$ cat src/include/decode_config.svh
`ifndef DECODE_CONFIG_SVH
`define DECODE_CONFIG_SVH

// --------------------------------------------------
// Decode frontend build options
// --------------------------------------------------

// Instructions per fetch bundle
`define DEC_SLOTS 4

// Bundle buffer entries
`define DEC_FIFO_DEPTH 2

// 1 enables the mul and div unit classes
`define DEC_SUPPORT_MULDIV 1

`endif

$ cat src/hw/decode_pkg.sv
package decode_pkg;

    // --------------------------------------------------
    // Basic widths
    // --------------------------------------------------
    typedef logic [31:0]  instr_t;
    typedef logic [31:0]  pc_t;
    typedef logic [127:0] bundle_data_t;

    // Valid slots minus one
    typedef logic [1:0]   slot_cnt_t;

    // Fetch bundle with slot 0 in the low word
    typedef struct packed {
        pc_t          pc;
        slot_cnt_t    count;
        logic         fault_fetch;
        logic         fault_page;
        bundle_data_t data;
    } fetch_bundle_t;

    // One instruction on its way to issue
    typedef struct packed {
        pc_t    pc;
        instr_t instr;
        logic   fault_fetch;
        logic   fault_page;
    } slot_t;

    // Functional unit classes plus destination write
    typedef struct packed {
        logic invalid;
        logic exec;
        logic lsu;
        logic branch;
        logic mul;
        logic div;
        logic csr;
        logic rd_valid;
    } instr_class_t;

    // RV32 major opcodes
    typedef enum logic [6:0] {
        LUI      = 7'b0110111,
        AUIPC    = 7'b0010111,
        JAL      = 7'b1101111,
        JALR     = 7'b1100111,
        BRANCH   = 7'b1100011,
        LOAD     = 7'b0000011,
        STORE    = 7'b0100011,
        OP_IMM   = 7'b0010011,
        OP       = 7'b0110011,
        MISC_MEM = 7'b0001111,
        SYSTEM   = 7'b1110011
    } opcode_e;

endpackage

$ cat src/hw/decode_frontend.sv
`timescale 1ns/1ns
`include "decode_config.svh"

module decode_frontend
(
    input  logic                                      clk_i,
    input  logic                                      rst_i,

    // Fetch bundle input
    input  decode_pkg::fetch_bundle_t                 bundle_i,
    input  logic                                      bundle_valid_i,
    output logic                                      bundle_accept_o,

    // Branch flush
    input  logic                                      branch_request_i,

    // Per slot outputs
    output decode_pkg::slot_t [`DEC_SLOTS-1:0]        slot_o,
    output logic [`DEC_SLOTS-1:0]                     slot_valid_o,
    output decode_pkg::instr_class_t [`DEC_SLOTS-1:0] class_o,
    input  logic [`DEC_SLOTS-1:0]                     slot_accept_i
);

    // --------------------------------------------------
    // Bundle buffer
    // --------------------------------------------------
    fetch_bundle_fifo u_fifo
    (
        .clk_i        (clk_i),
        .rst_i        (rst_i),
        .flush_i      (branch_request_i),
        .push_i       (bundle_valid_i),
        .bundle_i     (bundle_i),
        .accept_o     (bundle_accept_o),
        .slot_o       (slot_o),
        .slot_valid_o (slot_valid_o),
        .pop_i        (slot_accept_i)
    );

    // --------------------------------------------------
    // One decoder per slot after the buffer
    // --------------------------------------------------
    for (genvar k = 0; k < `DEC_SLOTS; k++)
    begin : g_dec
        instr_class_decoder u_dec
        (
            .clk_i   (clk_i),
            .valid_i (slot_valid_o[k]),
            .slot_i  (slot_o[k]),
            .class_o (class_o[k])
        );
    end

endmodule

$ cat src/hw/fetch_bundle_fifo.sv
`timescale 1ns/1ns
`include "decode_config.svh"

module fetch_bundle_fifo
(
    input  logic                               clk_i,
    input  logic                               rst_i,
    input  logic                               flush_i,
    input  logic                               push_i,
    input  decode_pkg::fetch_bundle_t          bundle_i,
    output logic                               accept_o,
    output decode_pkg::slot_t [`DEC_SLOTS-1:0] slot_o,
    output logic [`DEC_SLOTS-1:0]              slot_valid_o,
    input  logic [`DEC_SLOTS-1:0]              pop_i
);
    import decode_pkg::*;

    localparam int unsigned SLOTS = `DEC_SLOTS;
    localparam int unsigned DEPTH = `DEC_FIFO_DEPTH;
    localparam int unsigned PTR_W = (DEPTH > 1) ? $clog2(DEPTH) : 1;
    localparam int unsigned CNT_W = $clog2(DEPTH + 1);
    localparam logic [CNT_W-1:0] FULL_CNT = CNT_W'(DEPTH);
    localparam logic [PTR_W-1:0] LAST_PTR = PTR_W'(DEPTH - 1);

    // Entry payload
    pc_t              pc_q          [DEPTH];
    bundle_data_t     data_q        [DEPTH];
    logic             fault_fetch_q [DEPTH];
    logic             fault_page_q  [DEPTH];

    // Per entry, per slot still to be taken
    logic [SLOTS-1:0] valid_q       [DEPTH];

    logic [PTR_W-1:0] rd_ptr_q;
    logic [PTR_W-1:0] wr_ptr_q;
    logic [CNT_W-1:0] count_q;

    logic             not_empty_w;
    logic             push_w;
    logic             retire_w;
    logic [SLOTS-1:0] pop_w;
    logic [SLOTS-1:0] push_valid_w;
    bundle_data_t     push_data_w;

    function automatic logic [PTR_W-1:0] ptr_inc(input logic [PTR_W-1:0] ptr);
        return (ptr == LAST_PTR) ? '0 : ptr + 1'b1;
    endfunction

    // --------------------------------------------------
    // Handshake
    // --------------------------------------------------
    assign not_empty_w  = (count_q != '0);
    assign accept_o     = (count_q != FULL_CNT);
    // A flush edge neither pushes nor pops
    assign push_w       = push_i & accept_o & ~flush_i;
    assign slot_valid_o = not_empty_w ? valid_q[rd_ptr_q] : '0;
    assign pop_w        = pop_i & slot_valid_o;
    // Head is done once each slot is taken or leaving now
    assign retire_w     = not_empty_w & (&(pop_w | ~slot_valid_o));

    // Faulted fetches carry no instruction data
    assign push_data_w  = (bundle_i.fault_fetch | bundle_i.fault_page) ? '0 : bundle_i.data;

    // --------------------------------------------------
    // Slot packing
    // --------------------------------------------------
    for (genvar k = 0; k < SLOTS; k++)
    begin : g_slot
        assign push_valid_w[k]      = (slot_cnt_t'(k) <= bundle_i.count);
        assign slot_o[k].pc         = {pc_q[rd_ptr_q][31:4], 4'(k * 4)};
        assign slot_o[k].instr      = data_q[rd_ptr_q][k*32 +: 32];
        assign slot_o[k].fault_fetch = fault_fetch_q[rd_ptr_q];
        assign slot_o[k].fault_page = fault_page_q[rd_ptr_q];
    end

    // --------------------------------------------------
    // Control state
    // --------------------------------------------------
    always_ff @(posedge clk_i or posedge rst_i)
    begin
        if (rst_i)
        begin
            rd_ptr_q <= '0;
            wr_ptr_q <= '0;
            count_q  <= '0;
            for (int i = 0; i < DEPTH; i++)
                valid_q[i] <= '0;
        end
        else if (flush_i)
        begin
            rd_ptr_q <= '0;
            wr_ptr_q <= '0;
            count_q  <= '0;
            for (int i = 0; i < DEPTH; i++)
                valid_q[i] <= '0;
        end
        else
        begin
            // Drop slots as they transfer
            valid_q[rd_ptr_q] <= valid_q[rd_ptr_q] & ~pop_w;

            if (push_w)
            begin
                valid_q[wr_ptr_q] <= push_valid_w;
                wr_ptr_q          <= ptr_inc(wr_ptr_q);
            end

            if (retire_w)
                rd_ptr_q <= ptr_inc(rd_ptr_q);

            if (push_w && !retire_w)
                count_q <= count_q + 1'b1;
            else if (!push_w && retire_w)
                count_q <= count_q - 1'b1;
        end
    end

    // Payload written on push only
    always_ff @(posedge clk_i)
    begin
        if (push_w)
        begin
            pc_q[wr_ptr_q]          <= bundle_i.pc;
            data_q[wr_ptr_q]        <= push_data_w;
            fault_fetch_q[wr_ptr_q] <= bundle_i.fault_fetch;
            fault_page_q[wr_ptr_q]  <= bundle_i.fault_page;
        end
    end

    // --------------------------------------------------
    // Checks
    // --------------------------------------------------
    // Full buffer takes nothing until the head leaves
    assert property (@(posedge clk_i) disable iff (rst_i)
        (count_q == FULL_CNT) && !retire_w && !flush_i
        |=> $stable(wr_ptr_q) && (count_q == FULL_CNT));

    assert property (@(posedge clk_i) disable iff (rst_i)
        count_q <= FULL_CNT);

endmodule

$ cat src/hw/instr_class_decoder.sv
`timescale 1ns/1ns
`include "decode_config.svh"

module instr_class_decoder
(
    input  logic                     clk_i,
    input  logic                     valid_i,
    input  decode_pkg::slot_t        slot_i,
    output decode_pkg::instr_class_t class_o
);
    import decode_pkg::*;

    localparam bit MULDIV_EN = (`DEC_SUPPORT_MULDIV != 0);

    opcode_e      opcode;
    logic [2:0]   funct3;
    logic [6:0]   funct7;
    logic [4:0]   rd;
    logic         active;
    logic         rd_write;
    logic         unit_hit;
    instr_class_t units;

    // --------------------------------------------------
    // Field extraction
    // --------------------------------------------------
    assign opcode = opcode_e'(slot_i.instr[6:0]);
    assign funct3 = slot_i.instr[14:12];
    assign funct7 = slot_i.instr[31:25];
    assign rd     = slot_i.instr[11:7];

    // Faulted slots decode to nothing
    assign active = valid_i & ~(slot_i.fault_fetch | slot_i.fault_page);

    always_comb
    begin
        units    = '0;
        rd_write = 1'b0;
        case (opcode)
            LUI, AUIPC, OP_IMM:
            begin
                units.exec = 1'b1;
                rd_write   = 1'b1;
            end
            MISC_MEM:
                units.exec = 1'b1;
            JAL, JALR:
            begin
                units.branch = 1'b1;
                rd_write     = 1'b1;
            end
            BRANCH:
                units.branch = 1'b1;
            LOAD:
            begin
                units.lsu = 1'b1;
                rd_write  = 1'b1;
            end
            STORE:
                units.lsu = 1'b1;
            OP:
            begin
                rd_write = 1'b1;
                if (funct7 != 7'b0000001)
                    units.exec = 1'b1;
                else if (MULDIV_EN)
                begin
                    // funct3 MSB splits mul from div
                    units.mul = ~funct3[2];
                    units.div = funct3[2];
                end
            end
            SYSTEM:
            begin
                units.csr = 1'b1;
                rd_write  = (funct3 != 3'b000);
            end
            default:
                units = '0;
        endcase
    end

    assign unit_hit = units.exec | units.lsu | units.branch |
                      units.mul | units.div | units.csr;

    // --------------------------------------------------
    // Output
    // --------------------------------------------------
    always_comb
    begin
        class_o = '0;
        if (active)
        begin
            class_o          = units;
            class_o.invalid  = ~unit_hit;
            // No write back for rejected or x0 destinations
            class_o.rd_valid = rd_write & unit_hit & (rd != 5'd0);
        end
    end

    assert property (@(posedge clk_i)
        $onehot0({class_o.exec, class_o.lsu, class_o.branch,
                  class_o.mul, class_o.div, class_o.csr}));

endmodule

$ cat config.mk
export PLATFORM = sky130hd
export DESIGN_NAME = decode_frontend
export DESIGN_NICKNAME = d
export VERILOG_FILES = /design/src/hw/decode_pkg.sv /design/src/hw/decode_frontend.sv /design/src/hw/fetch_bundle_fifo.sv /design/src/hw/instr_class_decoder.sv
export VERILOG_INCLUDE_DIRS = /design/src /design/src/include
export SDC_FILE = /design/constraint.sdc
export NUM_CORES = 1
export LEC_CHECK = 0
export ABC_AREA = 1
export BUFFER_PORTS_ARGS = -buffer_cell sky130_fd_sc_hd__buf_2
export CELL_PAD_IN_SITES_DETAIL_PLACEMENT = 0
export CELL_PAD_IN_SITES_GLOBAL_PLACEMENT = 1
export CORE_ASPECT_RATIO = 1.2
export CORE_MARGIN = 2
export CORE_UTILIZATION = 42
export DETAILED_ROUTE_END_ITERATION = 6
export GPL_TIMING_DRIVEN = 0
export PLACE_DENSITY_LB_ADDON = 0.1
export SYNTH_ARGS = -nofsm -noshare
export SYNTH_HDL_FRONTEND = slang
export SYNTH_SLANG_ARGS = --single-unit
$ cat constraint.sdc
create_clock -name clk_i -period 14.4 [get_ports clk_i]
set_input_delay 0.72 -clock clk_i [delete_from_list [all_inputs] [get_ports clk_i]]
set_output_delay 0.72 -clock clk_i [all_outputs]
set_load 0.02 [all_outputs]
==> flow_summary.yaml, run 1 <==
sta:
  fin_skew_ps: 9.84
  fin_crit_sh: 0.259
  max_slew_margin: 0.411
  tightest_slew_ps: 881
  period_needed_ps: 3730
  max_freq_mhz: 268
  rsz0062_at_grt: "false"
  hold_viol_final: 0
  setup_tns_ps: 0
  setup_violations: 0
  drv_slew: 0
cells_and_area:
  nets: 2243
  fin_cells: 2567
  area_growth_pct: 28.1
  layout_commonest_cell: "buf_2"
  final_cell_mix: "buf_2, nand2_1, edfxtp_1"
  drive_above_1_share: 0.335
setup_path:
  worstPathMaxFanout: 10
  cp.arrival_ps: 3010
  end_kind: "output pin"
  worst_setup_path_start_kind: "flip-flop"
  crit_type: "reg2out"
  required_ps: 13680
cts:
  clockBufferDepth: 3
  htree_levels: 2
  clock-sinks: 328
  clk_pin_slew_ps: 60
  cts_buffers: 36
  cts_setup_buffers: 0
  hold_buffers: 0
  cts_tree: "yes"
  cts-resized-gates: 0
  worstSkewPairLatency_ps: 520
  cts-root-buf: "clkbuf_16"
drt:
  vias: 11801
  avgRoutedWirePerCell_um: 17.1
  first_pass_iters: 5
  drcViolationCount: 0
  routed_wirelength_um: 43900
  detail-route-antenna-nets: 0
  viasPerCell: 4.60
  drt_first_iter_violations: 630
floorplan:
  io_pins: 473
  core_area_sq_mm: 0.0359
  rows: 76
  start_util: 0.427
  die_height_um: 213
  fp.dieW_um: 178
  dieArea_sq_mm: 0.0381
grt:
  grt_max_degree: 31
  grt_pass1_wl_um: 63400
  antenna_found_initial: 8
  first_global_vias: 11079
  grtUsageTotal: 0.224
  grt_overflow: 0
power:
  seqPwrFrac: 0.314
  max-vdd-ir-drop_v: 0.000126
  switchingPower_mw: 1.47
  clockPowerShare: 0.242
  power.share.switching: 0.402
  internal-power_mw: 2.19
  total_leakage_power_nw: 9.49
  power_density_mw_per_mm2: 186
  combPwrFrac: 0.444
logic_synthesis:
  syn-cell-area_sq_mm: 0.0153
  synth_cell_types: 36
  synth-seq-cells: 328
  netlist_instances: 1555
  yosysWarnings: 0
  syn_area_per_cell_sq_um: 9.87
  ys_seq_area_frac: 0.638
status:
  status: "completed"
place:
  dp_hpwl_um: 33300
  io_buffer_count: 452
  dp.cells: 2501
  gp_congestion: 0.875
job:
  maxCapViolCount: 0
min_path:
  min_path_type: "in2async"
[worst paths after layout]
path                                          startpoint                        endpoint  slack [ps]  depth (start not counted)
max                          u_fifo.rd_ptr_q$_DFFE_PP0P_                     class_o[24]       10670                          9
min                                                rst_i     u_fifo.valid_q[6]$_DFF_PP0_         220                          2
max reg2reg                u_fifo.count_q[1]$_DFFE_PP0P_  u_fifo.data_q[1][26]$_DFFE_PP_       11470                         10
min reg2reg                  u_fifo.valid_q[4]$_DFF_PP0_     u_fifo.valid_q[4]$_DFF_PP0_         520                          2
max in group asynchronous                          rst_i     u_fifo.valid_q[3]$_DFF_PP0_       13830                          2
min in group clk_i                         bundle_i[139]     u_fifo.pc_q[1][7]$_DFFE_PP_         390                          1
[metal layers]
layer,part of all wire,global-route usage,up-vias,wire length [um]
met4,0.024,0.0608,12,1040
met2,0.52,0.410,414,22700
li1,-,-,5862,-
met1,0.38,0.258,5448,16600
met3,0.080,0.0601,65,3490
met5,0.0017,0,-,75
[final cells by class]
type	instances	area, sq um
Antenna cell	2	5.00
Buffer	161	1160
Clock buffer	44	962
Clock inverter	20	170
Fill cell	3332	16300
Inverter	233	880
Multi-Input combinational cell	847	3580
Sequential cell	328	9790
Tap cell	468	586
Timing Repair Buffer	464	2530
[flip-flops by register name, indices dropped and copies added (netlist names)]
name                  count
u_fifo.rd_ptr_q           1
u_fifo.valid_q            8
u_fifo.pc_q              56
u_fifo.wr_ptr_q           1
u_fifo.fault_page_q       2
u_fifo.count_q            2
u_fifo.fault_fetch_q      2
u_fifo.data_q           256
[worst max-delay path, cell delays in order (launching register included)]
cell and delay, ps:
dfrtp_1 410, buf_6 160, inv_6 90, buf_6 190
clkbuf_1 600, nand2_1 160, nand4_1 210, o21ai_0 140
nor2_1 280, buf_2 230
[stage by stage]
step	worst slack (ps)	hold WS, ps	utilization	cell area (sq um)	total power, mW
after detailed placement	11110	502	0.515	18500	2.82
after global placement	5110	500	0.508	18200	2.81
after CTS	10550	223	0.547	19700	3.71
after floorplan	8370	477	-	15400	2.24
after global routing	10470	241	0.547	19700	3.88
final	10670	220	0.547	19700	3.66
[Yosys cell counts]
cell      instances  area [sq um]
a211oi_1          4          30.0
nand2_1         445          1670
buf_4           111           833
nand2_2          11          68.8
or2_1             3          18.8
o21ai_1          17          85.1
edfxtp_1        316          9490
o31ai_1           1          7.51
conb_1            2          7.51
buf_8             3          45.0
buf_2            15          75.1
a21oi_1          16          80.1
nor3_1           13          65.1
a31o_2            1          8.76
and2_1            2          12.5
buf_6            11           124
clkbuf_1         21          78.8
nor2_1          199           747
nor3_2            1          10.0
nand3_1          34           170
o211ai_1          1          7.51
nor4_1            1          6.26
inv_1           231           867
clkinv_1          1          3.75
nand3b_1          2          15.0
nor2_4            1          11.3
a31oi_1           2          12.5
o21ai_0          26           130
inv_6             1          8.76
nor4_2            1          12.5
dfrtp_1          12           300
or2_2            15          93.8
nor3_4            1          16.3
nand4_1          16           100
nor2_2           10          62.6
o21ai_2           8          70.1
[logic make-up after synthesis]
group	after synthesis	synth area share
and+or+nand+nor	755	0.201
buffers and inverters	394	0.133
DFF	328	0.638
AOI/OAI and AO/OA	76	0.0281
other	2	0.000489
[power groups by stage]
stage | Clock (mW) | Combinational, mW | Sequential (mW)
finish | 0.887 | 1.63 | 1.15
global route | 0.943 | 1.78 | 1.16
CTS | 0.905 | 1.65 | 1.15
detailed placement | 0 | 1.65 | 1.17
global placement | 0 | 1.62 | 1.19
floorplan | 0 | 1.06 | 1.18
(Power assumes the default switching activity.)
==> inputs of run 2 (changes only) <==
--- a/config.mk
+++ b/config.mk
@@ -6,13 +6,13 @@
 export SDC_FILE = /design/constraint.sdc
 export NUM_CORES = 1
 export LEC_CHECK = 0
-export ABC_AREA = 1
+export ABC_AREA = 0
 export BUFFER_PORTS_ARGS = -buffer_cell sky130_fd_sc_hd__buf_2
 export CELL_PAD_IN_SITES_DETAIL_PLACEMENT = 0
 export CELL_PAD_IN_SITES_GLOBAL_PLACEMENT = 1
 export CORE_ASPECT_RATIO = 1.2
 export CORE_MARGIN = 2
-export CORE_UTILIZATION = 42
+export CORE_UTILIZATION = 37
 export DETAILED_ROUTE_END_ITERATION = 6
 export GPL_TIMING_DRIVEN = 0
 export PLACE_DENSITY_LB_ADDON = 0.1
==> constraint.sdc (replaced) <==
create_clock -name clk_i -period 3.4 [get_ports clk_i]
set_input_delay 0.17 -clock clk_i [delete_from_list [all_inputs] [get_ports clk_i]]
set_output_delay 0.17 -clock clk_i [all_outputs]
set_load 0.02 [all_outputs]
==> run 2 against run 1 <==
  * Combinational power up 130%
  * Synthesized area down 0.35%
  * Power rose to 3.4 times the previous value
  * Critical path depth down 3
  * Worst hold slack worse by 210 ps
  * Via count down 6.6%
  * Flip-flop and latch count unchanged
  * First-iteration DRC count down 12%
  * Register-to-register slack worse by 11000 ps
  * Design area up 8.7%
  * Largest cell class unchanged
  * Largest power group is now registers
==> flow_summary.yaml, run 2 <==
status:
  status: "completed"
grt:
  antenna_found_initial: 2
  first_global_vias: 11097
  grt_pass1_wl_um: 65500
  grt_max_degree: 38
  grt_overflow: 0
  grtUsageTotal: 0.202
setup_path:
  crit_path_start: "u_fifo.rd_ptr_q$_DFFE_PP0P_"
  cp.arrival_ps: 3100
  required_ps: 3230
  rr_startpoint: "u_fifo.count_q[0]$_DFFE_PP0P_"
  worstPathMaxFanout: 10
  r2r_cells: 6
  worst_setup_path_start_kind: "flip-flop"
  end_kind: "output pin"
  r2r_setup_slack_ps: 830
  worst_r2r_endpoint: "u_fifo.data_q[1][81]$_DFFE_PP_"
  crit_type: "reg2out"
  endpoint: "class_o[23]"
logic_synthesis:
  syn-cell-area_sq_mm: 0.0153
  synth-seq-cells: 328
  ys_seq_area_frac: 0.640
  synth_area_leader_cell: "edfxtp_1"
  synth.top_cell.area_share: 0.621
  yosysWarnings: 0
  synthFlopType: "edfxtp_1"
  syn_area_per_cell_sq_um: 14.4
  synth_cell_types: 72
  yosys-top-cells-area: "edfxtp_1, mux2_2, buf_4"
  synthTopCellsByCount: "edfxtp_1, mux2_2, and2_1"
  async_reset_ff_frac: 0.0366
  synth-edff-count: 316
  yosysMostFrequentCell: "edfxtp_1"
  netlist_instances: 1065
min_path:
  min_path_type: "in2reg"
cts:
  cts_buffers: 37
  htree_levels: 2
  cts_setup_buffers: 0
  clk_pin_slew_ps: 60
  cts-root-buf: "clkbuf_16"
  clock-sinks: 328
  clockBufferDepth: 3
  cts_tree: "yes"
  worstSkewPairLatency_ps: 530
cells_and_area:
  nets: 1913
  multi_input_area_sq_mm: 0.00445
  reg_top3: "u_fifo.data_q x256, u_fifo.pc_q x56, u_fifo.valid_q x8"
  regMostFlops: "u_fifo.data_q"
  area_growth_pct: 39.8
  largest_register_ffs: 256
  fillers: 3629
  stdcell_area_sq_mm: 0.0214
  layout_commonest_cell: "buf_2"
  final_cell_mix: "buf_2, edfxtp_1, dlygate4sd3_1"
  seq_area_sq_mm: 0.00979
  drive_above_1_share: 0.458
place:
  place_area_sq_mm: 0.0185
  gp_congestion: 0.831
  dp_hpwl_um: 32700
  io_buffer_count: 452
sta:
  tightest_slew_ps: 735
  setup_violations: 0
  max_slew_margin: 0.510
  fin_crit_sh: 0.962
  hold_viol_final: 0
  drv_slew: 0
  rsz0062_at_grt: "false"
  period_needed_ps: 3270
  fin_skew_ps: 11.6
  max_freq_mhz: 306
floorplan:
  core_area_sq_mm: 0.0407
  start_util: 0.375
  die_height_um: 227
  dieArea_sq_mm: 0.0430
  rows: 81
  io_pins: 473
  fp.dieW_um: 190
power:
  total_power_mw: 12.6
  max-vdd-ir-drop_v: 0.000424
  total_leakage_power_nw: 8.57
  power_density_mw_per_mm2: 590
job:
  maxCapViolCount: 0
drt:
  viasPerCell: 4.77
  avgRoutedWirePerCell_um: 19.5
  first_pass_iters: 7
  routed_wirelength_um: 45100
  detail-route-antenna-nets: 0
  vias: 11017
  drcViolationCount: 0
  drt_first_iter_violations: 555
[run 2: changes by cell type in the layout (fill, tap and decap cells not counted), moves of 12 or more]
| cell | previous run | this run |
|---|---|---|
| or2_2 | 15 | 3 |
| nand2_1 | 445 | 31 |
| nand3_1 | 34 | 9 |
| o21ai_0 | 26 | 7 |
| and2_1 | 2 | 132 |
| inv_1 | 231 | 23 |
| nor2_1 | 199 | 27 |
| mux2_2 | 0 | 140 |
| o21ai_1 | 17 | 0 |
| mux2i_1 | 0 | 24 |
| dlygate4sd3_1 | 0 | 161 |
[run 2: metrics by stage]
step	setup TNS [ps]	cells	util	worst slack, ps	hold slack, ps
after floorplan	-83710	1079	-	-271	34.7
after global placement	-710610	2070	0.449	-2310	225
after detailed placement	0	2080	0.454	192	232
after CTS	0	2307	0.524	16.4	1.50
after global routing	0	2309	0.525	14.6	6.20
final	0	2309	0.525	129	6.70
[run 2: report_power, final]
group	switching (mW)	internal [mW]	total, mW
clock network	1.59	2.47	4.07
logic	2.23	1.54	3.77
registers	0.0903	4.69	4.78
[run 2: what timing repair did]
action / in CTS / in global routing
endpoints found under the setup margin: 67 / 12
pin swaps: 0 / 2
endpoints found under the hold margin: 331 / 0
resized for setup: 5 / 4
hold buffers: 161 / 0
[run 2: cells by family after synthesis]
kind of cell,synth area share
flip-flops,0.640
AND/OR/NAND/NOR,0.122
buffers and inverters,0.0745
multiplexers,0.119
AO/OA/AOI/OAI,0.0430
XOR/XNOR,0.00115
other,0.000491
[run 2: cell type report]
class,count,area share
clock buffers,47,0.0470
diodes,2,0.000234
inverters,26,0.00492
repair buffers,623,0.191
well taps,539,0.0315
flip-flops and latches,328,0.458
plain buffers,151,0.0492
clock inverters,19,0.0104
multi-input cells,574,0.208
[run 2: critical path, cell delays in order, from the launching register on]
cell and delay (ps):
dfrtp_1 410, clkbuf_4 240, or3_1 520, nand2_1 360, nand2_1 210, a2111oi_2 560
buf_2 260
[run 2: how the worst min path moves through the flow]
| stage | start | endpoint | slack, ps | depth (start not counted) |
|---|---|---|---|---|
| after floorplan | rst_i | u_fifo.count_q[0]$_DFFE_PP0P_ | 30 | 1 |
| after global placement | rst_i | u_fifo.wr_ptr_q$_DFFE_PP0P_ | 220 | 2 |
| after detailed placement | rst_i | u_fifo.wr_ptr_q$_DFFE_PP0P_ | 230 | 2 |
| after CTS | bundle_i[44] | u_fifo.data_q[0][44]$_DFFE_PP_ | 2 | 2 |
| after global routing | bundle_i[44] | u_fifo.data_q[1][44]$_DFFE_PP_ | 6 | 2 |
| final | bundle_i[44] | u_fifo.data_q[0][44]$_DFFE_PP_ | 7 | 2 |
[run 2: per-layer routing]
layer / part of all wire / GRT usage
met1: 0.41 / 0.250
met3: 0.062 / 0.0436
met4: 0.016 / 0.0528
met2: 0.51 / 0.358
met5: 0 / 0
